<file path="src/rv_isa_pkg.sv">
package rv_isa_pkg;

    localparam int xlen      = 64;
    localparam int reg_count = 32;

    typedef logic [xlen-1:0]              xword_t;
    typedef logic [$clog2(reg_count)-1:0] reg_idx_t;
    typedef logic [31:0]                  imm_t;     // already sign-extended by decode

    typedef enum logic [2:0] {
        op_add,
        op_sub,
        op_and,
        op_or,
        op_xor,
        op_addi,
        op_ld,
        op_sd
    } uop_e;

    // every op reads rs1, only R-type and sd read rs2
    function automatic logic reads_rs2(uop_e op);
        return op inside {op_add, op_sub, op_and, op_or, op_xor, op_sd};
    endfunction

    function automatic logic writes_rd(uop_e op);
        return op != op_sd;
    endfunction

endpackage

</file>
<file path="src/pipe_pkg.sv">
package pipe_pkg;
    import rv_isa_pkg::*;

    localparam int dmem_depth = 64;
    localparam int dmem_lsb   = 3;                   // byte offset inside a doubleword

    typedef logic [$clog2(dmem_depth)-1:0] dmem_idx_t;

    // ------------------------------------------------------------------------
    // stage registers
    // ------------------------------------------------------------------------

    typedef struct packed {
        uop_e     op;
        reg_idx_t rs1;
        reg_idx_t rs2;
        reg_idx_t rd;
        imm_t     imm;
    } issue_t;

    typedef struct packed {
        logic     valid;
        uop_e     op;
        reg_idx_t rs1;
        reg_idx_t rs2;
        reg_idx_t rd;
        logic     wen;
        imm_t     imm;
        xword_t   rs1_val;
        xword_t   rs2_val;
    } id_ex_t;

    typedef struct packed {
        logic     valid;
        uop_e     op;
        reg_idx_t rd;
        logic     wen;
        xword_t   result;                            // effective address for ld/sd
        xword_t   store_data;
    } ex_mem_t;

    typedef struct packed {
        logic     valid;
        reg_idx_t rd;
        logic     wen;
        xword_t   value;                             // store data for sd
    } mem_wb_t;

    typedef struct packed {
        reg_idx_t rd;
        logic     wen;
        xword_t   value;
    } retire_t;

    typedef enum logic [1:0] {
        fwd_none,
        fwd_ex_mem,
        fwd_mem_wb
    } fwd_sel_e;

endpackage

</file>
<file path="src/hazard_unit.sv">
module hazard_unit (
    input  logic               issue_valid,
    input  pipe_pkg::issue_t   issue,
    input  pipe_pkg::id_ex_t   id_ex,
    input  pipe_pkg::ex_mem_t  ex_mem,
    input  pipe_pkg::mem_wb_t  mem_wb,
    output logic               stall,
    output pipe_pkg::fwd_sel_e fwd_a,
    output pipe_pkg::fwd_sel_e fwd_b
);
    import rv_isa_pkg::*;
    import pipe_pkg::*;

    logic load_in_ex;
    logic rs1_hit;
    logic rs2_hit;

    // youngest producer wins, a load in EX/MEM has no data yet
    function automatic fwd_sel_e pick_source(reg_idx_t src, ex_mem_t em, mem_wb_t mw);
        fwd_sel_e sel;
        sel = fwd_none;
        if (src != '0) begin
            if (em.valid && em.wen && (em.rd == src) && (em.op != op_ld)) begin
                sel = fwd_ex_mem;
            end else if (mw.valid && mw.wen && (mw.rd == src)) begin
                sel = fwd_mem_wb;
            end
        end
        return sel;
    endfunction

    // ------------------------------------------------------------------------
    // load-use detection against the offered op
    // ------------------------------------------------------------------------

    assign load_in_ex = id_ex.valid && (id_ex.op == op_ld) && (id_ex.rd != '0);

    assign rs1_hit = (issue.rs1 == id_ex.rd);        // rs1 always read
    assign rs2_hit = reads_rs2(issue.op) && (issue.rs2 == id_ex.rd);

    // one cycle only, the load leaves ID/EX at the next edge
    assign stall = issue_valid && load_in_ex && (rs1_hit || rs2_hit);

    // ------------------------------------------------------------------------
    // operand source selects for the op now in ID/EX
    // ------------------------------------------------------------------------

    assign fwd_a = pick_source(id_ex.rs1, ex_mem, mem_wb);
    assign fwd_b = pick_source(id_ex.rs2, ex_mem, mem_wb);

endmodule

</file>
<file path="config.mk">
export PLATFORM = sky130hd
export DESIGN_NAME = hazard_unit
export DESIGN_NICKNAME = d
export VERILOG_FILES = /design/src/rv_isa_pkg.sv /design/src/pipe_pkg.sv /design/src/hazard_unit.sv
export SDC_FILE = /design/constraint.sdc
export NUM_CORES = 1
export LEC_CHECK = 0
export BUFFER_PORTS_ARGS = -buffer_cell sky130_fd_sc_hd__buf_4
export CORE_AREA = 2 2 171 173
export DETAILED_ROUTE_END_ITERATION = 7
export DIE_AREA = 0 0 173 175
export REMOVE_ABC_BUFFERS = 1
export SLEW_MARGIN = 20
export SYNTH_ARGS = -nofsm -noshare
export SYNTH_HDL_FRONTEND = slang
export SYNTH_SLANG_ARGS = --single-unit
</file>
<file path="constraint.sdc">
create_clock -name vclk -period 0.9
set_input_delay 0.045 -clock vclk [all_inputs]
set_output_delay 0.045 -clock vclk [all_outputs]
set_load 0.01 [all_outputs]
</file>
# Word level (Yosys, flattened, before mapping)
# Cells that the tools add are included.
# totals
out_inout_bits	5
register_bits	0
in_bits	440
word_cells	38
# op_classes
reduce_logical	19
muxes	6
n_eq_ne	13
# ops
op	n
$eq A5 B5 Y1	6
$reduce_bool A5 Y1	3
$logic_and A1 B1 Y1	13
$mux W2	6
$eq A3 B3 Y1 const B	3
$eq A3 B2 Y1 const B	2
$reduce_bool A6 Y1	1
$eq A3 B1 Y1 const B	1
$logic_not A3 Y1	1
$ne A3 B3 Y1 const B	1
$logic_or A1 B1 Y1	1

# Logic depth before layout (Yosys ltp)
# depth
depth_word	5
depth_mapped	4
depth_no_buf	4

# Least setup slack after synthesis
# Ideal clock, no wire load.
# synth_timing
path_type	input to output
startpoint	input port id_ex[174] (netlist bit)
endpoint	output port fwd_a[1]
required_ns	0.855
setup_slack_ns	-0.079
arrival_time_ns	0.934
stages	4
path_buffers	0
cell_sequence	or4_1 > nor2_1 > or4_1 > a41oi_1
# synth_between
elab_chain_cells	5
word_cells_on_any_way	9
classes_between	eq/ne (2); mux (3); reduce/logical (4)
# synth_lines
element	line	rtl
start, declared	hazard_unit.sv:4	input pipe_pkg::id_ex_t id_ex,
$eq A5 B5 Y1, on equally long branches	hazard_unit.sv:25, hazard_unit.sv:23	
$logic_and A1 B1 Y1, on equally long branches	hazard_unit.sv:25, hazard_unit.sv:23	
$mux W2 or $logic_and A1 B1 Y1 (tied branches)	hazard_unit.sv:25, hazard_unit.sv:23	
$mux W2	hazard_unit.sv:23	if (em.valid && em.wen && (em.rd == src) && (em.op != op_ld)) begin
$mux W2 (*)	hazard_unit.sv:22	if (src != '0) begin
end, declared	hazard_unit.sv:8	output pipe_pkg::fwd_sel_e fwd_a,
# Mark *: on every way between the ends. The rest lies on a longest branch, timed or not.

# Final worst setup path
# Ends and elaborated chain as after synthesis.

==> flow_summary.toml <==
[yosys]
synth_xor_area_frac = 0.5686
syn_area_sq_um = 446.7
synth_top_area_frac = 0.3333
syn_avg_cell_area_sq_um = 7.204
muxShareOfSynthArea = 0
synth.distinct_cells = 20
synth_compound_area_frac = 0.09244
synth_adder_area_share = 0
ys_seq_area_frac = 0
yosysWarnings = 0
yosysTopAreaCell = "xor2_1"
ys_top_cells_by_area = "xor2_1, xnor2_1, or4_1"
synth-simple-area-share = 0.3221
synth_top_family_by_area = "XOR/XNOR gates"
synth_cells = 62

[floorplanning]
dieArea_sq_um = 30280
core_region_area_sq_um = 28390
die_h_um = 175
die_w_um = 173
pin_count = 445
initial_utilization = 0.01573
rows = 62

[drt]
drc = 0
viasPerCell = 1.379
routedWlPerCell_um = 6.265
first_pass_iters = 2
drt_wl_total_um = 3239
vias = 713
drt_iter0_drc = 5
final_antenna_net_count = 0

[setup_path]
cp_max_fo = 3
critPathArrivalTime_ns = 1.15
worstPathRequired_ns = 0.85
worstSetupPathType = "in -> out"
endpoint_kind = "output port"
startpoint_type = "input pin"

[global_routing]
grt_max_degree = 4
grt.overflow.total = 0
grt_pass1_vias = 790
grt_usage = 0.02057
grt_pass1_wl_um = 4574
antenna_found_initial = 2

[timing]
min_period_ns = 1.192
post-route-period-util = 1.324
fin_ws_ns = -0.2919
slew_violations = 0
tns_ns = -1.110
rsz0062_at_grt = "true"
setup_viol = 5
timing.fmax_mhz = 839.0
slew_headroom = 0.7691
worstMarginPinSlew_ns = 0.3455
hold_violations = 0

[placed_design]
port_buffers = 55
gp_congestion = 0.6799
dp_hpwl_um = 3068

[run_status]
violations = "negative setup slack"
outcome = "finished, violations left"

[layout]
nClkBuffers = 0
final_layout_size_suffix_gt1_frac = 0.6489
seq_cells = 0
regArea_sq_um = 0
syn_to_final_growth_pct = 256.9
nets = 573
finalCoreUtilization = 0.05614

[pwr]
p_total_mw = 0.4796
power_density_nw_per_um2 = 300.9
peakVddDrop_mv = 0.1163
p_leak_nw = 0.5311

[worst_hold_path]
hold_depth = 5
hold_class = "in -> out"

[flow_run]
maxCapViolCount = 0
==> through the flow <==
step / instance area, sq um / instances / setup WS [ns] / hold slack, ns
final: 1594 / 517 / -0.2919 / 0.4530
after detailed placement: 1430 / 513 / -0.3302 / 0.4557
after global routing: 1589 / 515 / -0.3475 / 0.4910
after CTS: 1526 / 514 / -0.2937 / 0.4662
after floorplan: 446.7 / 62 / -0.07879 / 0.1983
after global placement: 1430 / 513 / -0.3176 / 0.4509
==> cells in the final DEF (no fill, tap or decap), drive strengths merged <==
| master | n |
|---|---|
| a221oi | 1 |
| xor2 | 17 |
| buf | 69 |
| nor2 | 5 |
| inv | 2 |
| nor3 | 3 |
| nand4 | 4 |
| nand3b | 1 |
| o21ai | 1 |
| diode | 2 |
| or4 | 4 |
| xnor2 | 12 |
| nor4 | 1 |
| a41oi | 1 |
| and4b | 1 |
| o22ai | 1 |
| a21oi | 1 |
| nand2 | 2 |
| nor3b | 1 |
| nand3 | 2 |
| a211oi | 1 |
| and3 | 1 |
==> power by group <==
part / internal [mW] / switching (mW) / total, mW
clock network: 0.000000298 / 0 / 0.000000298
registers: 0 / 0 / 0
logic: 0.296 / 0.183 / 0.480
==> path summary, 6_finish.rpt <==
kind                    from  slack (ns)  endpoint
hold / removal    id_ex[176]        0.45     stall
setup / recovery  id_ex[174]       -0.29  fwd_a[1]
==> timing repair <==
item	CTS	global route
hold buffers	0	0
gates cloned	0	0
gates resized for setup	21	13
buffers inserted	1	1
endpoints found under the setup margin	5	5
hold endpoints to repair	0	0
pin swaps	4	7
==> critical path, cell delays in order <==
cell and delay [ns]:
buf_6 0.09, or4_4 0.13, nor2_4 0.03, or4_1 0.53, a41oi_2 0.16, buf_4 0.16
==> cell usage after synthesis, types with 2 or more instances <==
cell type and count:
nand4_1 4, xor2_1 17, nor3_1 3, nand3_1 2, or4_1 4, nand2_1 2
nor2_1 5, xnor2_1 12, inv_1 2
==> layer usage <==
metal | vias up | share of wire | global-route usage
met1 | 309 | 0.19 | 0.01258
met4 | 0 | 0.0071 | 0.001412
met5 | - | 0 | 0
li1 | 366 | - | -
met3 | 2 | 0.20 | 0.01741
met2 | 36 | 0.60 | 0.04433
==> final cells by class <==
class	count	area, sq um
repair buffers	69	566.8
well taps	384	480.5
diodes	2	5.005
inverters	2	7.507
fillers	3410	26800
multi-input cells	60	534.3
==> cell families (layout without fill, tap and decap cells) <==
group	count (synthesis)	count (layout)
compound gates	6	6
xor+xnor	29	29
buf+inv	2	71
other cells	0	2
simple gates	25	25
(Power assumes the default switching activity.)
