<file path="config.mk">
export PLATFORM = sky130hd
export DESIGN_NAME = exec_stage
export DESIGN_NICKNAME = d
export VERILOG_FILES = /design/src/rv_isa_pkg.sv /design/src/pipe_pkg.sv /design/src/exec_stage.sv
export SDC_FILE = /design/constraint.sdc
export NUM_CORES = 1
export LEC_CHECK = 0
export BUFFER_PORTS_ARGS = -buffer_cell sky130_fd_sc_hd__buf_2
export CAP_MARGIN = 20
export CORE_ASPECT_RATIO = 1.5
export CORE_MARGIN = 4
export CORE_UTILIZATION = 25
export DETAILED_ROUTE_END_ITERATION = 10
export SLEW_MARGIN = 20
export SYNTH_ARGS = -nofsm -noshare
export SYNTH_HDL_FRONTEND = slang
export SYNTH_SLANG_ARGS = --single-unit
</file>
<file path="constraint.sdc">
create_clock -name clk -period 6.8 [get_ports clk]
set_input_delay 0 -clock clk [delete_from_list [all_inputs] [get_ports clk]]
set_output_delay 0 -clock clk [all_outputs]
set_load 0.02 [all_outputs]
</file>
<file path="src/rv_isa_pkg.sv">
package rv_isa_pkg;

    localparam int xlen      = 64;
    localparam int reg_count = 32;

    typedef logic [xlen-1:0]              xword_t;
    typedef logic [$clog2(reg_count)-1:0] reg_idx_t;
    typedef logic [31:0]                  imm_t;     // already sign-extended by decode

    typedef enum logic [2:0] {
        op_add,
        op_sub,
        op_and,
        op_or,
        op_xor,
        op_addi,
        op_ld,
        op_sd
    } uop_e;

    // every op reads rs1, only R-type and sd read rs2
    function automatic logic reads_rs2(uop_e op);
        return op inside {op_add, op_sub, op_and, op_or, op_xor, op_sd};
    endfunction

    function automatic logic writes_rd(uop_e op);
        return op != op_sd;
    endfunction

endpackage

</file>
<file path="src/pipe_pkg.sv">
package pipe_pkg;
    import rv_isa_pkg::*;

    localparam int dmem_depth = 64;
    localparam int dmem_lsb   = 3;                   // byte offset inside a doubleword

    typedef logic [$clog2(dmem_depth)-1:0] dmem_idx_t;

    // ------------------------------------------------------------------------
    // stage registers
    // ------------------------------------------------------------------------

    typedef struct packed {
        uop_e     op;
        reg_idx_t rs1;
        reg_idx_t rs2;
        reg_idx_t rd;
        imm_t     imm;
    } issue_t;

    typedef struct packed {
        logic     valid;
        uop_e     op;
        reg_idx_t rs1;
        reg_idx_t rs2;
        reg_idx_t rd;
        logic     wen;
        imm_t     imm;
        xword_t   rs1_val;
        xword_t   rs2_val;
    } id_ex_t;

    typedef struct packed {
        logic     valid;
        uop_e     op;
        reg_idx_t rd;
        logic     wen;
        xword_t   result;                            // effective address for ld/sd
        xword_t   store_data;
    } ex_mem_t;

    typedef struct packed {
        logic     valid;
        reg_idx_t rd;
        logic     wen;
        xword_t   value;                             // store data for sd
    } mem_wb_t;

    typedef struct packed {
        reg_idx_t rd;
        logic     wen;
        xword_t   value;
    } retire_t;

    typedef enum logic [1:0] {
        fwd_none,
        fwd_ex_mem,
        fwd_mem_wb
    } fwd_sel_e;

endpackage

</file>
<file path="src/exec_stage.sv">
module exec_stage (
    input  logic               clk,
    input  logic               rst_n,
    input  pipe_pkg::id_ex_t   id_ex,
    input  pipe_pkg::fwd_sel_e fwd_a,
    input  pipe_pkg::fwd_sel_e fwd_b,
    output pipe_pkg::ex_mem_t  ex_mem,
    input  pipe_pkg::mem_wb_t  mem_wb
);
    import rv_isa_pkg::*;
    import pipe_pkg::*;

    xword_t  op_a;
    xword_t  op_b;
    xword_t  imm_x;
    xword_t  alu_res;
    ex_mem_t ex_mem_d;

    function automatic xword_t fwd_mux(fwd_sel_e sel, xword_t rf_val, xword_t em_val,
                                       xword_t mw_val);
        case (sel)
            fwd_ex_mem: return em_val;
            fwd_mem_wb: return mw_val;
            default:    return rf_val;
        endcase
    endfunction

    assign op_a  = fwd_mux(fwd_a, id_ex.rs1_val, ex_mem.result, mem_wb.value);
    assign op_b  = fwd_mux(fwd_b, id_ex.rs2_val, ex_mem.result, mem_wb.value);
    assign imm_x = {{(xlen - $bits(imm_t)){id_ex.imm[$bits(imm_t)-1]}}, id_ex.imm};

    always_comb begin
        case (id_ex.op)
            op_add:  alu_res = op_a + op_b;
            op_sub:  alu_res = op_a - op_b;
            op_and:  alu_res = op_a & op_b;
            op_or:   alu_res = op_a | op_b;
            op_xor:  alu_res = op_a ^ op_b;
            default: alu_res = op_a + imm_x;        // addi and ld/sd address
        endcase
    end

    always_comb begin
        ex_mem_d.valid      = id_ex.valid;
        ex_mem_d.op         = id_ex.op;
        ex_mem_d.rd         = id_ex.rd;
        ex_mem_d.wen        = id_ex.wen;
        ex_mem_d.result     = alu_res;
        ex_mem_d.store_data = op_b;                  // forwarded rs2
    end

    always_ff @(posedge clk or negedge rst_n) begin
        if (!rst_n) begin
            ex_mem <= '0;
        end else begin
            ex_mem <= ex_mem_d;
        end
    end

endmodule

</file>
# == Word level (Yosys, flattened, before mapping) ==
# Index checks and enable logic that the tools add are counted.
# Widths: inputs -> output; s select.
# totals
elab_cells,24
reg_bits,138
input_bits,257
output_inout_bits,138
# classes
muxes,3
bitwise_logic,3
n_reduce_logical,1
n_eq_ne,8
n_addsub,3
# ops
op,n
$pmux 64 s5,1
$pmux 64 s2,2
$add 64x64->64,2
$and 64x64->64,1
$or 64x64->64,1
$sub 64x64->64,1
$xor 64x64->64,1
$eq 3x2->1 const B,2
$eq 2x1->1 const B,2
$eq 2x2->1 const B,2
$eq 3x1->1 const B,1
$eq 3x3->1 const B,1
$logic_not 3->1,1

# == Longest topological paths before layout ==
# Gate-level depths: netlist (run 1).
# depth
word_depth,4
mapped_depth,29
mapped_depth_nobuf,26

# == Least setup slack after synthesis (run 1) ==
# OpenSTA, ideal clock, no wires.
# synth_timing
path_kind,input to register
from,in id_ex[130] (netlist name)
to,reg ex_mem[107] (netlist name)
required_ns,6.674
path_buffers,1
path_stages,22
arrival_time_ns,4.714
setup_ns,0.126
path_slack_ns,1.960
cell_sequence,nor3_2 nand2_1 or3_1 or3_1 or2_1 nor2_1 nand2_1 or3_1 ha_1 nand2_1 o21ai_0 ha_1 clkbuf_1 nand3_1 a2111o_1 o21ai_0 o21ai_0 o311ai_0 nand3_1 o21ai_0 xor2_1 a221o_1
# synth_via
elab_chain_len,2
# synth_rtl
item,line,text
start: declaration,exec_stage.sv:4,"input pipe_pkg::id_ex_t id_ex,"
$add 64x64->64,exec_stage.sv:39,default: alu_res = op_a + imm_x;
$pmux 64 s5,exec_stage.sv:33,case (id_ex.op)
via alu_res[43],exec_stage.sv:16,xword_t alu_res;
end signal: assignment,exec_stage.sv:56,ex_mem <= ex_mem_d;
end: declaration,exec_stage.sv:7,"output pipe_pkg::ex_mem_t ex_mem,"
# The timed path passes the listed nets, and every way through them passes these cells.

# == Worst setup path in the final report (run 1) ==
# layout_timing
from,reg ex_mem[67] (netlist name)
to,reg ex_mem[123] (netlist name)
# layout_via
elab_chain_len,3
elab_cells_between_ends,6
classes_between,add/sub (3); mux (3)
# layout_rtl
item,line,text
$pmux 64 s2 *,exec_stage.sv:21,case (sel)
via op_b[3],exec_stage.sv:14,xword_t op_b;
$sub 64x64->64 or $add 64x64->64 (tied branches),"exec_stage.sv:35, exec_stage.sv:34",
$pmux 64 s5 *,exec_stage.sv:33,
via alu_res[59],exec_stage.sv:16,
# Mark *: on every way through the listed nets, which the timed path passes. The rest lies on a longest branch.

==> PnR_summary.wiki, run 1 <==
{| class="wikitable"
! Metric !! Value
|-
| Depth of the CTS H-tree || 4
|-
| Critical path data required time || between 7 and 8 ns
|-
| Antenna Violating Nets Remaining || 0
|-
| Largest reg by FF count || ex_mem
|-
| Highest-count cells in the layout ignoring fill and taps || 375 x sky130_fd_sc_hd__buf_2, 199 x sky130_fd_sc_hd__ha_1, 198 x sky130_fd_sc_hd__o21ai_0
|-
| Per-instance average area after synthesis || ~7.7 µm²
|-
| Final Hold Vio Count || 0
|-
| Number of synthesized flops with an enable pin || 0
|-
| Switching fraction of total power || 46.1%
|-
| Sum of negative setup slack || 0 ns
|-
| Seq/Total Area, Yosys || 22.3%
|-
| Worst hold path type || input port to register
|-
| Total CTS buffers || 17
|-
| Final critical-path share of the clock period || 89.1%
|-
| Portion of total power attributed to sequential cells || 24.7%
|-
| Outcome || finished, final reports clean
|-
| MaxCap Viol Count || 0
|-
| Number of different library cells in the post-synthesis netlist || 68
|-
| Width of the chip || 211 µm
|-
| Final design area excluding fillers || 19600 µm²
|-
| Total Wirelength || 68600 µm
|-
| Initial drt markers || 1006
|-
| Count of fill cells added during filler insertion || 6678
|-
| Number of flip-flops under the largest register name || 138
|-
| Number of vias in the routed layout || 16700
|-
| Area of all sequential standard cells || 3450 µm²
|-
| Total number of nets in the final design || 2864
|-
| Number of global-route vias before repair || 16700
|-
| Global Route Usage Sum || about 20%
|-
| Data arrival at the endpoint of the critical path || approximately 6.4 ns
|-
| CP dominant cell by count || sky130_fd_sc_hd__a21oi_1
|-
| Multi-input combinational cell area || ~11000 µm²
|-
| Max Root-Sink Buffers || 2
|-
| Setup crit end kind || register
|-
| Count of input and output buffers || 377
|-
| Final setup violation count || 0
|-
| Setup slack of the most critical reg-to-reg path || around 0.74 ns
|-
| P&R area growth vs syn || 26.4%
|-
| Maximum vdd drop || around 0.13 mV
|-
| Power density relative to cell area || 242 nW/µm²
|-
| Transition at the pin with the smallest max-transition slack || 1.13 ns
|-
| Clock tree from TritonCTS || yes
|-
| Post-layout min period || 6.06 ns
|-
| Worst slew margin || 24.1%
|-
| Clock group share of total power || 22.7%
|-
| Height of the die || 313 µm
|-
| Fraction of registers with async set or reset after synthesis || 100%
|-
| Clock latency of the later-clocked register in the worst-skew pair || 0.49 ns
|-
| Drt drc || 0
|-
| Crit-path max FO || 6
|-
| Clk sink count || 138
|-
| Critical path startpoint category || register
|-
| Routed wire length per instance || 21.3 µm
|-
| Antenna violations before repair || 17
|-
| Count of state elements after synthesis || 138
|-
| Setup repair after global routing missed its margin || no
|-
| Yosys Warn Count || 0
|-
| Top FF cell, synth || sky130_fd_sc_hd__dfrtp_1
|-
| Detailed-route vias per instance || 5.18
|-
| Cell with the largest stage delay on the worst path || sky130_fd_sc_hd__nor4b_2
|-
| FMAX || approximately 0.16 GHz
|-
| Effective utilization at floorplan || 25.3%
|-
| Placer Congestion || 0.928
|-
| Post-CTS clock slew at the launch and capture registers of the worst setup and hold paths || 0.07 ns
|-
| Synthesized net count || roughly 2500
|-
| Router iterations before antenna repair || 5
|-
| Instance count of the mapped netlist || 2019
|-
| Number of rows in the core area || roughly 110
|-
| Max-slew violation total from the final report || 0
|-
| Setup Skew || 0.0222 ns
|-
| Leakage || 0.00922 µW
|-
| Combinational power share || 52.6%
|-
| Registers with the most flip-flops || ex_mem: 138 flops
|-
| Leftover overflow at the end of global routing || 0
|-
| Total Die Area || 66100 µm²
|-
| Cell area after technology mapping || 15500 µm²
|-
| Number of primary I/O pins || 395
|-
| Share of cells above drive strength 1 || 20.8%
|-
| Global-route wire length before repair || 101000 µm
|-
| Cell chosen for the clock root || sky130_fd_sc_hd__clkbuf_16
|-
| Power after layout || around 4700 µW
|-
| Critical path type || register to register
|-
| Max stage delay on crit path || between 0.5 and 0.6 ns
|-
| Total core area || 61200 µm²
|-
| Largest net degree at the start of global routing || 94
|-
| Cell Area, Placed || 18400 µm²
|-
| Psw || around 2200 µW
|-
| Leading cell type in the layout, fill and taps excluded || sky130_fd_sc_hd__buf_2
|-
| Internal Dissipation || 2560 µW
|-
| Number of gates given a new drive strength after cts || 0
|-
| Cells along the critical path || a22oi_1 > o21a_1 > inv_1 > nor4b_2 > nand3_1 > nor3_1 > buf_4 > a21oi_1 > xnor2_1 > o21ai_0 > ha_1 > a21oi_1 > o21ai_0 > a211o_1 > o311a_1 > o21ai_0 > buf_4 > a31oi_1 > buf_4 > a21oi_1 > inv_1 > a21oi_1 > xor2_1 > a21oi_1
|-
| Hpwl dp || around 53000 µm
|}
==> logic make-up after synthesis <==
family,after synthesis,synth area share (%)
AO/OA/AOI/OAI,739,29.9
XOR/XNOR,146,8.25
adder cells (fa/ha/maj),204,16.5
buffers and inverters,298,7.73
flip-flops,138,22.3
multiplexers,14,0.904
AND/OR/NAND/NOR,480,14.4
==> power groups by stage <==
stage / clock network [µW] / registers, µW / logic, µW
global route: 1130 / 1190 / 2740
finish: 1080 / 1170 / 2490
floorplan: 0 / 1390 / 1330
global placement: 0 / 1190 / 2430
CTS: 1110 / 1170 / 2500
detailed placement: 0 / 1180 / 2460
==> cells in the mapped netlist, types with 5 or more instances <==
library cell	count	area share (%)
sky130_fd_sc_hd__nand2_1	188	4.6
sky130_fd_sc_hd__a21oi_1	183	5.9
sky130_fd_sc_hd__nor4_1	7	0.28
sky130_fd_sc_hd__inv_1	169	4.1
sky130_fd_sc_hd__or2_2	10	0.40
sky130_fd_sc_hd__a221oi_1	11	0.62
sky130_fd_sc_hd__o31ai_1	5	0.24
sky130_fd_sc_hd__nor2_1	140	3.4
sky130_fd_sc_hd__o21bai_1	10	0.48
sky130_fd_sc_hd__nand2b_1	10	0.40
sky130_fd_sc_hd__nor3b_1	8	0.39
sky130_fd_sc_hd__o21a_1	23	1.1
sky130_fd_sc_hd__o21ai_1	16	0.52
sky130_fd_sc_hd__buf_1	13	0.31
sky130_fd_sc_hd__a41oi_1	6	0.34
sky130_fd_sc_hd__xor2_1	43	2.4
sky130_fd_sc_hd__o21ai_0	198	6.4
sky130_fd_sc_hd__ha_1	203	16
sky130_fd_sc_hd__clkbuf_1	88	2.1
sky130_fd_sc_hd__a211oi_1	29	1.4
sky130_fd_sc_hd__nor3_1	20	0.65
sky130_fd_sc_hd__and2_1	9	0.36
sky130_fd_sc_hd__nor2b_1	14	0.57
sky130_fd_sc_hd__xnor2_1	103	5.8
sky130_fd_sc_hd__dfrtp_1	138	22
sky130_fd_sc_hd__a221o_1	31	2.0
sky130_fd_sc_hd__nand3_1	16	0.52
sky130_fd_sc_hd__or3_1	13	0.52
sky130_fd_sc_hd__a31oi_1	29	1.2
sky130_fd_sc_hd__and3_1	13	0.52
sky130_fd_sc_hd__a22oi_1	91	4.4
sky130_fd_sc_hd__mux2i_1	14	0.90
sky130_fd_sc_hd__nand4_1	12	0.48
sky130_fd_sc_hd__buf_2	18	0.58
sky130_fd_sc_hd__o221ai_1	11	0.62
sky130_fd_sc_hd__buf_6	6	0.44
sky130_fd_sc_hd__a21o_1	28	1.4
sky130_fd_sc_hd__o22ai_1	35	1.4
==> routing by layer <==
metal  part of all wire [%]  GRT usage, %  wire length, µm  vias up
met5                  0.054             0               37        -
met4                    3.3          7.74             2290        6
met3                    6.5          3.97             4440      118
met2                     50          35.6            34300      606
met1                     40          23.4            27500     7928
li1                       -             -                -     7993
==> per-stage QoR <==
| stage | worst slack [ns] | cells | utilization [%] | hold slack (ns) |
|---|---|---|---|---|
| final | 0.739 | 3217 | 32.0 | 0.0286 |
| after global routing | 0.371 | 3212 | 32.0 | 0.0348 |
| after CTS | 0.760 | 3207 | 31.9 | 0.000895 |
| after detailed placement | 0.546 | 3122 | 30.0 | 0.109 |
| after global placement | 0.525 | 3122 | 30.0 | 0.108 |
| after floorplan | 1.96 | 2019 | - | -0.296 |
==> critical path: cells and delay by family (launching register included) <==
family / cells / cell delay (ns)
buffers and inverters: 5 / 0.69
xor gates and xnor gates: 2 / 0.37
AOI/OAI and AO/OA: 13 / 2.89
adders and majority gates: 1 / 0.33
and+or+nand+nor: 3 / 1.21
DFF: 1 / 0.40
==> cell type report <==
type                    count  area share (%)
well taps                 791            5.05
diodes                     10           0.128
repair buffers            493            15.1
multi-input cells        1583            55.5
flip-flops and latches    138            17.6
inverters                 170            3.26
clock buffers              17            2.17
clock inverters            15            1.09
==> path summary, 6_finish.rpt <==
path	to	cells after the start	startpoint
min	ex_mem[39]	4	id_ex[39]
min reg2reg	ex_mem[21]	3	ex_mem[85]
max	ex_mem[123]	24	ex_mem[67]
max reg2reg	ex_mem[123]	24	ex_mem[67]
max in group asynchronous	ex_mem[62]	3	rst_n
min in group asynchronous	ex_mem[129]	2	rst_n
==> timing repair <==
| action | in CTS | in global routing |
|---|---|---|
| hold buffers | 53 | 0 |
| endpoints found under the hold margin | 140 | 0 |
| buffers inserted | 0 | 0 |
Power figures use the tool's default switching activity.
==> run 2, diff against run 1 <==
--- a/config.mk
+++ b/config.mk
@@ -11,6 +11,7 @@
 export CORE_MARGIN = 4
 export CORE_UTILIZATION = 25
 export DETAILED_ROUTE_END_ITERATION = 10
+export RECOVER_POWER = 50
 export SLEW_MARGIN = 20
 export SYNTH_ARGS = -nofsm -noshare
 export SYNTH_HDL_FRONTEND = slang
==> run 2 against run 1 <==
Against the previous run:
- highest routed layer unchanged
- total power shrank 0.58%
- the flow now finishes with violations (capacitance limit, slew limit)
- register-to-register slack better by 0.04 ns
- critical endpoint unchanged
- via count about the same
- sequential share of layout area increased by 0.14 points
- worst hold slack worse by 0.00053 ns
- critical path depth unchanged
- worst setup slack improved by 0.045 ns
==> PnR_summary.wiki, run 2 (same netlist as run 1, synthesis figures left out) <==
{| class="wikitable"
! Metric !! Value
|-
| Global Route Usage Sum || 20.0% (unchanged)
|-
| Data arrival at the endpoint of the critical path || 6.33 ns (-0.05 ns)
|-
| Worst slew margin || -267% (-290 points)
|-
| Initial drt markers || 1024 (+1.8%)
|-
| Final critical-path share of the clock period || 88.5% (-0.66 points)
|-
| Clk sink count || 138 (unchanged)
|-
| Leakage || 0.00889 µW (-3.7%)
|-
| Setup crit end kind || register
|-
| Count of fill cells added during filler insertion || 6707 (+0.43%)
|-
| Critical path type || register to register
|-
| MaxCap Viol Count || 1 (+1)
|-
| Height of the die || 313 µm (unchanged)
|-
| Total number of nets in the final design || 2864 (unchanged)
|-
| Largest net degree at the start of global routing || 94 (unchanged)
|-
| Highest-count cells in the layout ignoring fill and taps || 266 x sky130_fd_sc_hd__buf_2, 199 x sky130_fd_sc_hd__ha_1, 198 x sky130_fd_sc_hd__o21ai_0
|-
| Violated checks || capacitance limit, slew limit
|-
| Power density relative to cell area || 242 nW/µm² (+0.22%)
|-
| Max stage delay on crit path || 0.53 ns (-0.02 ns)
|-
| Number of rows in the core area || 111 (unchanged)
|-
| Share of cells above drive strength 1 || 16.1% (-4.7 points)
|-
| Final Hold Vio Count || 0 (unchanged)
|-
| Critical path data required time || 7.12 ns (about the same)
|-
| Combinational power share || 52.1% (-0.5 points)
|-
| Antenna violations before repair || 17 (unchanged)
|-
| Endpoint of the worst hold path || ex_mem[39]
|-
| Internal Dissipation || 2520 µW (-1.5%)
|-
| Leftover overflow at the end of global routing || 0 (unchanged)
|-
| Total CTS buffers || 17 (unchanged)
|-
| Max-slew violation total from the final report || 90 (+90)
|-
| Max Root-Sink Buffers || 2 (unchanged)
|-
| Setup slack of the most critical reg-to-reg path || 0.78 ns (+0.04 ns)
|-
| Outcome || finished, violations left
|-
| Sum of negative setup slack || 0 ns (unchanged)
|-
| CP delay by family, top || compound AO/OA/AOI/OAI gates
|-
| Hpwl dp || 53100 µm (unchanged)
|-
| Post-layout min period || 6.02 ns (-0.0448 ns)
|-
| FMAX || 0.166 GHz (+0.74%)
|-
| Detailed-route vias per instance || 5.17 (about the same)
|-
| Worst path bufs/invs || 5 (unchanged)
|-
| Crit-path max FO || 6 (unchanged)
|-
| Worst r2r path cells || 24 (unchanged)
|-
| Clock latency of the later-clocked register in the worst-skew pair || 0.49 ns (about the same)
|-
| Final setup violation count || 0 (unchanged)
|-
| Registers with the most flip-flops || ex_mem: 138 flops
|-
| Total Die Area || 66100 µm² (unchanged)
|-
| Cells along the critical path || a22oi_1 > o21a_1 > inv_1 > nor4b_2 > nand3_1 > nor3_1 > buf_4 > a21oi_1 > xnor2_1 > o21ai_0 > ha_1 > a21oi_1 > o21ai_0 > a211o_1 > o311a_1 > o21ai_0 > buf_4 > a31oi_1 > buf_4 > a21oi_1 > inv_1 > a21oi_1 > xor2_1 > a21oi_1
|-
| Terminus of the critical flop-to-flop path || ex_mem[123]
|-
| Cell with the largest stage delay on the worst path || sky130_fd_sc_hd__nor4b_2
|-
| Total core area || 61200 µm² (unchanged)
|-
| Setup Skew || 0.0232 ns (+0.000992 ns)
|-
| Count of input and output buffers || 377 (unchanged)
|-
| Worst hold path type || input port to register
|-
| Clock group share of total power || 22.9% (+0.2 points)
|-
| Worst hold stages || 4 (unchanged)
|-
| Startpoint of the lowest-slack hold path || id_ex[39]
|-
| Drt drc || 0 (unchanged)
|-
| Psw || 2190 µW (+0.48%)
|-
| Layout Utilization || 31.7% (-0.25 points)
|-
| Launching point of the worst reg2reg path || ex_mem[67]
|-
| Number of flip-flops under the largest register name || 138 (unchanged)
|-
| Number of vias in the routed layout || 16600 (-0.048%)
|-
| CP dominant cell by count || sky130_fd_sc_hd__a21oi_1
|-
| Clock tree from TritonCTS || yes
|-
| Cell chosen for the clock root || sky130_fd_sc_hd__clkbuf_16
|-
| P&R area growth vs syn || 25.4%
|-
| Post-CTS clock slew at the launch and capture registers of the worst setup and hold paths || 0.07 ns (about the same)
|-
| Depth of the CTS H-tree || 4 (unchanged)
|-
| Switching fraction of total power || 46.6% (+0.49 points)
|-
| Routed wire length per instance || 21.3 µm (+0.11%)
|-
| Global-route wire length before repair || 101000 µm (unchanged)
|-
| Setup repair after global routing missed its margin || no
|-
| Number of global-route vias before repair || 16700 (unchanged)
|-
| Number of buffers inserted by post-CTS setup repair || 0 (unchanged)
|-
| Router iterations before antenna repair || 6 (+1)
|-
| Antenna Violating Nets Remaining || 0 (unchanged)
|-
| Width of the chip || 211 µm (unchanged)
|-
| Largest reg by FF count || ex_mem
|-
| Leading cell type in the layout, fill and taps excluded || sky130_fd_sc_hd__buf_2
|-
| Transition at the pin with the smallest max-transition slack || 5.50 ns (+4.37 ns)
|-
| Number of primary I/O pins || 395 (unchanged)
|-
| Maximum vdd drop || 0.130 mV (+0.16%)
|-
| Effective utilization at floorplan || 25.3% (unchanged)
|-
| Placer Congestion || 0.928 (unchanged)
|-
| Portion of total power attributed to sequential cells || 25.0% (+0.3 points)
|-
| Total Wirelength || 68700 µm (+0.11%)
|-
| Critical path startpoint category || register
|}
[run 2: layer usage]
metal | global-route usage [%] | up-vias | share of wire, %
met5 | 0 | - | 0.064
met2 | 35.6 | 619 | 50
met4 | 7.74 | 6 | 3.4
li1 | - | 7989 | -
met3 | 3.97 | 124 | 6.6
met1 | 23.4 | 7905 | 40
[run 2: worst register-to-register path, cell delays in order (launching register included)]
cell and delay, ns:
sky130_fd_sc_hd__dfrtp_1 0.40, sky130_fd_sc_hd__a22oi_1 0.15, sky130_fd_sc_hd__o21a_1 0.29, sky130_fd_sc_hd__inv_1 0.14
sky130_fd_sc_hd__nor4b_2 0.53, sky130_fd_sc_hd__nand3_1 0.38, sky130_fd_sc_hd__nor3_1 0.27, sky130_fd_sc_hd__buf_4 0.16
sky130_fd_sc_hd__a21oi_1 0.08, sky130_fd_sc_hd__xnor2_1 0.16, sky130_fd_sc_hd__o21ai_0 0.16, sky130_fd_sc_hd__ha_1 0.33
sky130_fd_sc_hd__a21oi_1 0.39, sky130_fd_sc_hd__o21ai_0 0.26, sky130_fd_sc_hd__a211o_1 0.33, sky130_fd_sc_hd__o311a_1 0.38
sky130_fd_sc_hd__o21ai_0 0.18, sky130_fd_sc_hd__buf_4 0.16, sky130_fd_sc_hd__a31oi_1 0.08, sky130_fd_sc_hd__buf_4 0.16
sky130_fd_sc_hd__a21oi_1 0.31, sky130_fd_sc_hd__inv_1 0.07, sky130_fd_sc_hd__a21oi_1 0.18, sky130_fd_sc_hd__xor2_1 0.21
sky130_fd_sc_hd__a21oi_1 0.09
[run 2: power groups by stage]
stage | clock, µW | combinational, µW | sequential [µW]
2_1_floorplan | 0 | 1330 | 1390
3_3_place_gp | 0 | 2430 | 1190
3_5_place_dp | 0 | 2460 | 1180
4_1_cts | 1110 | 2500 | 1170
5_1_grt | 1130 | 2700 | 1200
6_report | 1080 | 2460 | 1180
[run 2: timing repair]
| action | 4_1_cts | 5_1_grt |
|---|---|---|
| resized for setup | 0 | 0 |
| hold buffers | 53 | 0 |
| hold endpoints to repair | 140 | 0 |
[run 2: area by class of cell]
cell class / instances / area, µm² / area share [%]
clock inverters: 15 / 214 / 1.10
well taps: 791 / 990 / 5.09
flip-flops and latches: 138 / 3450 / 17.8
clock buffers: 17 / 425 / 2.19
inverters: 170 / 638 / 3.28
repair buffers: 493 / 2810 / 14.5
multi-input cells: 1583 / 10900 / 56.0
diodes: 10 / 25.0 / 0.129
[run 2: worst max-delay path by stage]
stage               startpoint  depth (start not counted)  slack [ns]     endpoint
floorplan           id_ex[130]                         22        1.96  ex_mem[107]
global placement      fwd_b[1]                         27        0.53  ex_mem[123]
detailed placement    fwd_b[1]                         27        0.55  ex_mem[123]
CTS                 ex_mem[67]                         24        0.76  ex_mem[123]
global route        ex_mem[67]                         23        0.37  ex_mem[123]
finish              ex_mem[67]                         24        0.78  ex_mem[123]
[run 2: per-stage QoR]
stage,instance area (µm²),total power [µW],cells,hold slack [ns],setup WS (ns)
after global routing,19400,5030,3212,0.0348,0.371
final,19400,4710,3217,0.0281,0.784
after global placement,18400,3620,3122,0.108,0.525
after floorplan,15500,2730,2019,-0.296,1.96
after detailed placement,18400,3640,3122,0.109,0.546
after CTS,19600,4770,3207,0.000895,0.760
==> run 3, diff against run 2 <==
--- a/config.mk
+++ b/config.mk
@@ -9,9 +9,11 @@
 export CAP_MARGIN = 20
 export CORE_ASPECT_RATIO = 1.5
 export CORE_MARGIN = 4
-export CORE_UTILIZATION = 25
+export CORE_UTILIZATION = 40
 export DETAILED_ROUTE_END_ITERATION = 10
+export PLACE_DENSITY_LB_ADDON = 0.05
 export RECOVER_POWER = 50
+export REMOVE_ABC_BUFFERS = 1
 export SLEW_MARGIN = 20
 export SYNTH_ARGS = -nofsm -noshare
 export SYNTH_HDL_FRONTEND = slang
==> run 3 against run 2 <==
Against the previous run:
- the run still ends with capacitance limit, slew limit left
- flip-flop and latch count unchanged
- non-clock buffer count down 19
- design area down 3.1%
- largest power group unchanged
- worst setup slack worse by 0.075 ns
- via count down 0.94%
- die area down 36%
- sequential power about the same
- highest routed layer is now met4
==> PnR_summary.wiki, run 3 (same netlist as run 1, synthesis figures left out) <==
{| class="wikitable"
! Metric !! Value
|-
| Launching point of the worst reg2reg path || ex_mem[67]
|-
| Critical path type || input port to register
|-
| Highest-count cells in the layout ignoring fill and taps || 250 x sky130_fd_sc_hd__buf_2, 200 x sky130_fd_sc_hd__ha_1, 198 x sky130_fd_sc_hd__o21ai_0
|-
| Final setup violation count || 0 (unchanged)
|-
| FMAX || 0.164 GHz (-1.2%)
|-
| Number of gates given a new drive strength after cts || 0 (unchanged)
|-
| Final critical-path share of the clock period || 89.6% (+1.1 points)
|-
| Total core area || 38400 µm² (-37%)
|-
| P&R area growth vs syn || 21.5%
|-
| Height of the die || 249 µm (-20%)
|-
| Number of rows in the core area || 88 (-21%)
|-
| Max-slew violation total from the final report || 72 (-20%)
|-
| Transition at the pin with the smallest max-transition slack || 4.07 ns (-1.43 ns)
|-
| Number of flip-flops under the largest register name || 138 (unchanged)
|-
| Effective utilization at floorplan || 40.3% (+15 points)
|-
| Post-CTS clock slew at the launch and capture registers of the worst setup and hold paths || 0.07 ns (about the same)
|-
| Area of all sequential standard cells || 3450 µm² (unchanged)
|-
| Width of the chip || 169 µm (-20%)
|-
| Total number of nets in the final design || 2845 (-0.66%)
|-
| Clock latency of the later-clocked register in the worst-skew pair || 0.46 ns (-0.03 ns)
|-
| Final Hold Vio Count || 0 (unchanged)
|-
| Cell chosen for the clock root || sky130_fd_sc_hd__clkbuf_16
|-
| Outcome || finished, violations left
|-
| Clk sink count || 138 (unchanged)
|-
| Largest net degree at the start of global routing || 81 (-14%)
|-
| Max Root-Sink Buffers || 2 (unchanged)
|-
| Multi-input combinational cell area || 10900 µm² (about the same)
|-
| Count of fill cells added during filler insertion || 3948 (-41%)
|-
| Number of buffers inserted by post-CTS setup repair || 0 (unchanged)
|-
| Data arrival at the endpoint of the critical path || 6.42 ns (+0.09 ns)
|-
| Power density relative to cell area || 240 nW/µm² (-1.1%)
|-
| Initial drt markers || 1051 (+2.6%)
|-
| Setup crit end kind || register
|-
| Routed wire length per instance || 20.7 µm (-3.2%)
|-
| Setup repair after global routing missed its margin || no
|-
| Clock tree from TritonCTS || yes
|-
| Count of input and output buffers || 377 (unchanged)
|-
| Detailed-route vias per instance || 5.70 (+10%)
|-
| Number of global-route vias before repair || 16500 (-1.2%)
|-
| Worst hold path type || input port to register
|-
| Setup Skew || 0.0139 ns (-0.00926 ns)
|-
| Share of cells above drive strength 1 || 14.9% (-1.2 points)
|-
| Post-layout min period || 6.09 ns (+0.0751 ns)
|-
| Global-route wire length before repair || 92100 µm (-8.6%)
|-
| Hpwl dp || 45300 µm (-15%)
|-
| Crit-path max FO || 20 (+14)
|-
| Total CTS buffers || 17 (unchanged)
|-
| Global Route Usage Sum || 27.6% (+7.6 points)
|-
| Depth of the CTS H-tree || 4 (unchanged)
|-
| Antenna violations before repair || 3 (-14)
|-
| Number of primary I/O pins || 395 (unchanged)
|-
| Registers with the most flip-flops || ex_mem: 138 flops
|-
| Sum of negative setup slack || 0 ns (unchanged)
|-
| Placer Congestion || 0.875 (-5.7%)
|-
| Number of vias in the routed layout || 16500 (-0.94%)
|-
| Startpoint of the lowest-slack hold path || id_ex[36]
|-
| Total Die Area || 42000 µm² (-36%)
|-
| Largest reg by FF count || ex_mem
|-
| MaxCap Viol Count || 1 (unchanged)
|-
| Router iterations before antenna repair || 5 (-1)
|-
| Leakage || 0.00873 µW (-1.8%)
|-
| Leftover overflow at the end of global routing || 0 (unchanged)
|-
| Hold Slack || 0.0122 ns (-0.0159 ns)
|-
| Drt drc || 0 (unchanged)
|-
| Final design area excluding fillers || 18800 µm² (-3.1%)
|-
| Leading cell type in the layout, fill and taps excluded || sky130_fd_sc_hd__buf_2
|-
| Critical path startpoint category || input port
|-
| Worst slew margin || -171% (+95 points)
|-
| First element of the critical path || fwd_b[1]
|-
| Total Wirelength || 59800 µm (-13%)
|-
| Critical path data required time || 7.13 ns (about the same)
|-
| Violated checks || capacitance limit, slew limit
|-
| Cell Area, Placed || 17900 µm² (-2.7%)
|-
| Maximum vdd drop || 0.117 mV (-10%)
|-
| Antenna Violating Nets Remaining || 0 (unchanged)
|}
[run 3: cell types whose count changed in the layout (fill, tap and decap cells not counted), moves of 2 or more]
cell                            previous run  this run
sky130_fd_sc_hd__buf_2                   266       250
sky130_fd_sc_hd__buf_4                    55        41
sky130_fd_sc_hd__clkbuf_1                113       129
sky130_fd_sc_hd__clkinvlp_4                1         3
sky130_fd_sc_hd__diode_2                  10         3
sky130_fd_sc_hd__dlygate4sd3_1            53        50
[run 3: where the power goes]
| group | switching [µW] | internal, µW |
|---|---|---|
| combinational | 1500 | 846 |
| sequential | 157 | 1020 |
| clock | 420 | 578 |
[run 3: cell type report]
| class | count | share of cell area [%] |
|---|---|---|
| Tap cell | 495 | 3.29 |
| Antenna cell | 3 | 0.0399 |
| Clock buffer | 18 | 2.28 |
| Clock inverter | 13 | 0.904 |
| Sequential cell | 138 | 18.3 |
| Multi-Input combinational cell | 1583 | 57.8 |
| Timing Repair Buffer | 474 | 14.0 |
| Inverter | 170 | 3.39 |
[run 3: critical path, stage by stage]
cell	delay (ns)
sky130_fd_sc_hd__clkbuf_1	0.29
sky130_fd_sc_hd__inv_1	0.08
sky130_fd_sc_hd__ha_1	0.60
sky130_fd_sc_hd__a22oi_1	0.34
sky130_fd_sc_hd__o21a_1	0.29
sky130_fd_sc_hd__inv_1	0.14
sky130_fd_sc_hd__nor4b_2	0.50
sky130_fd_sc_hd__nand3_1	0.23
sky130_fd_sc_hd__buf_4	0.21
sky130_fd_sc_hd__nor2_1	0.40
sky130_fd_sc_hd__a31oi_1	0.18
sky130_fd_sc_hd__xnor2_1	0.16
sky130_fd_sc_hd__nand2_1	0.07
sky130_fd_sc_hd__o21ai_0	0.08
sky130_fd_sc_hd__ha_1	0.35
sky130_fd_sc_hd__a21o_1	0.22
sky130_fd_sc_hd__a21o_1	0.17
sky130_fd_sc_hd__a21o_1	0.19
sky130_fd_sc_hd__a31oi_1	0.20
sky130_fd_sc_hd__o21ai_0	0.09
sky130_fd_sc_hd__o21ai_0	0.38
sky130_fd_sc_hd__o311ai_0	0.19
sky130_fd_sc_hd__buf_4	0.18
sky130_fd_sc_hd__a21oi_1	0.32
sky130_fd_sc_hd__o21ai_0	0.20
sky130_fd_sc_hd__xnor2_1	0.25
sky130_fd_sc_hd__o21ai_0	0.10
[run 3: path summary, 6_finish.rpt]
| kind | to | slack [ns] | depth (start not counted) |
|---|---|---|---|
| min in group asynchronous | ex_mem[16] | 1.49 | 2 |
| setup / recovery | ex_mem[119] | 0.71 | 27 |
| max in group asynchronous | ex_mem[126] | 2.69 | 3 |
| hold reg to reg | ex_mem[44] | 0.78 | 3 |
| setup reg to reg | ex_mem[119] | 1.04 | 24 |
| hold / removal | ex_mem[36] | 0.01 | 4 |
[run 3: metal layers]
| layer | GRT usage [%] | up-vias | wire, µm |
|---|---|---|---|
| li1 | - | 7936 | - |
| met1 | 31.6 | 7904 | 23200 |
| met2 | 51.1 | 517 | 31300 |
| met3 | 3.35 | 130 | 2710 |
| met4 | 11.6 | 0 | 2490 |
| met5 | 0 | - | 0 |
[run 3: repair_timing]
item,CTS,global route
hold endpoints to repair,119,0
setup endpoints to repair,0,0
hold buffers,50,0
[run 3: through the flow]
step	total power, µW	cells	utilization, %	worst slack [ns]
3_5_place_dp	3540	2810	46.6	0.704
5_1_grt	4840	2893	49.0	0.222
4_1_cts	4590	2891	49.4	0.790
3_3_place_gp	3520	2810	46.6	0.590
6_report	4520	2894	49.0	0.709
2_1_floorplan	2690	1891	-	0.335
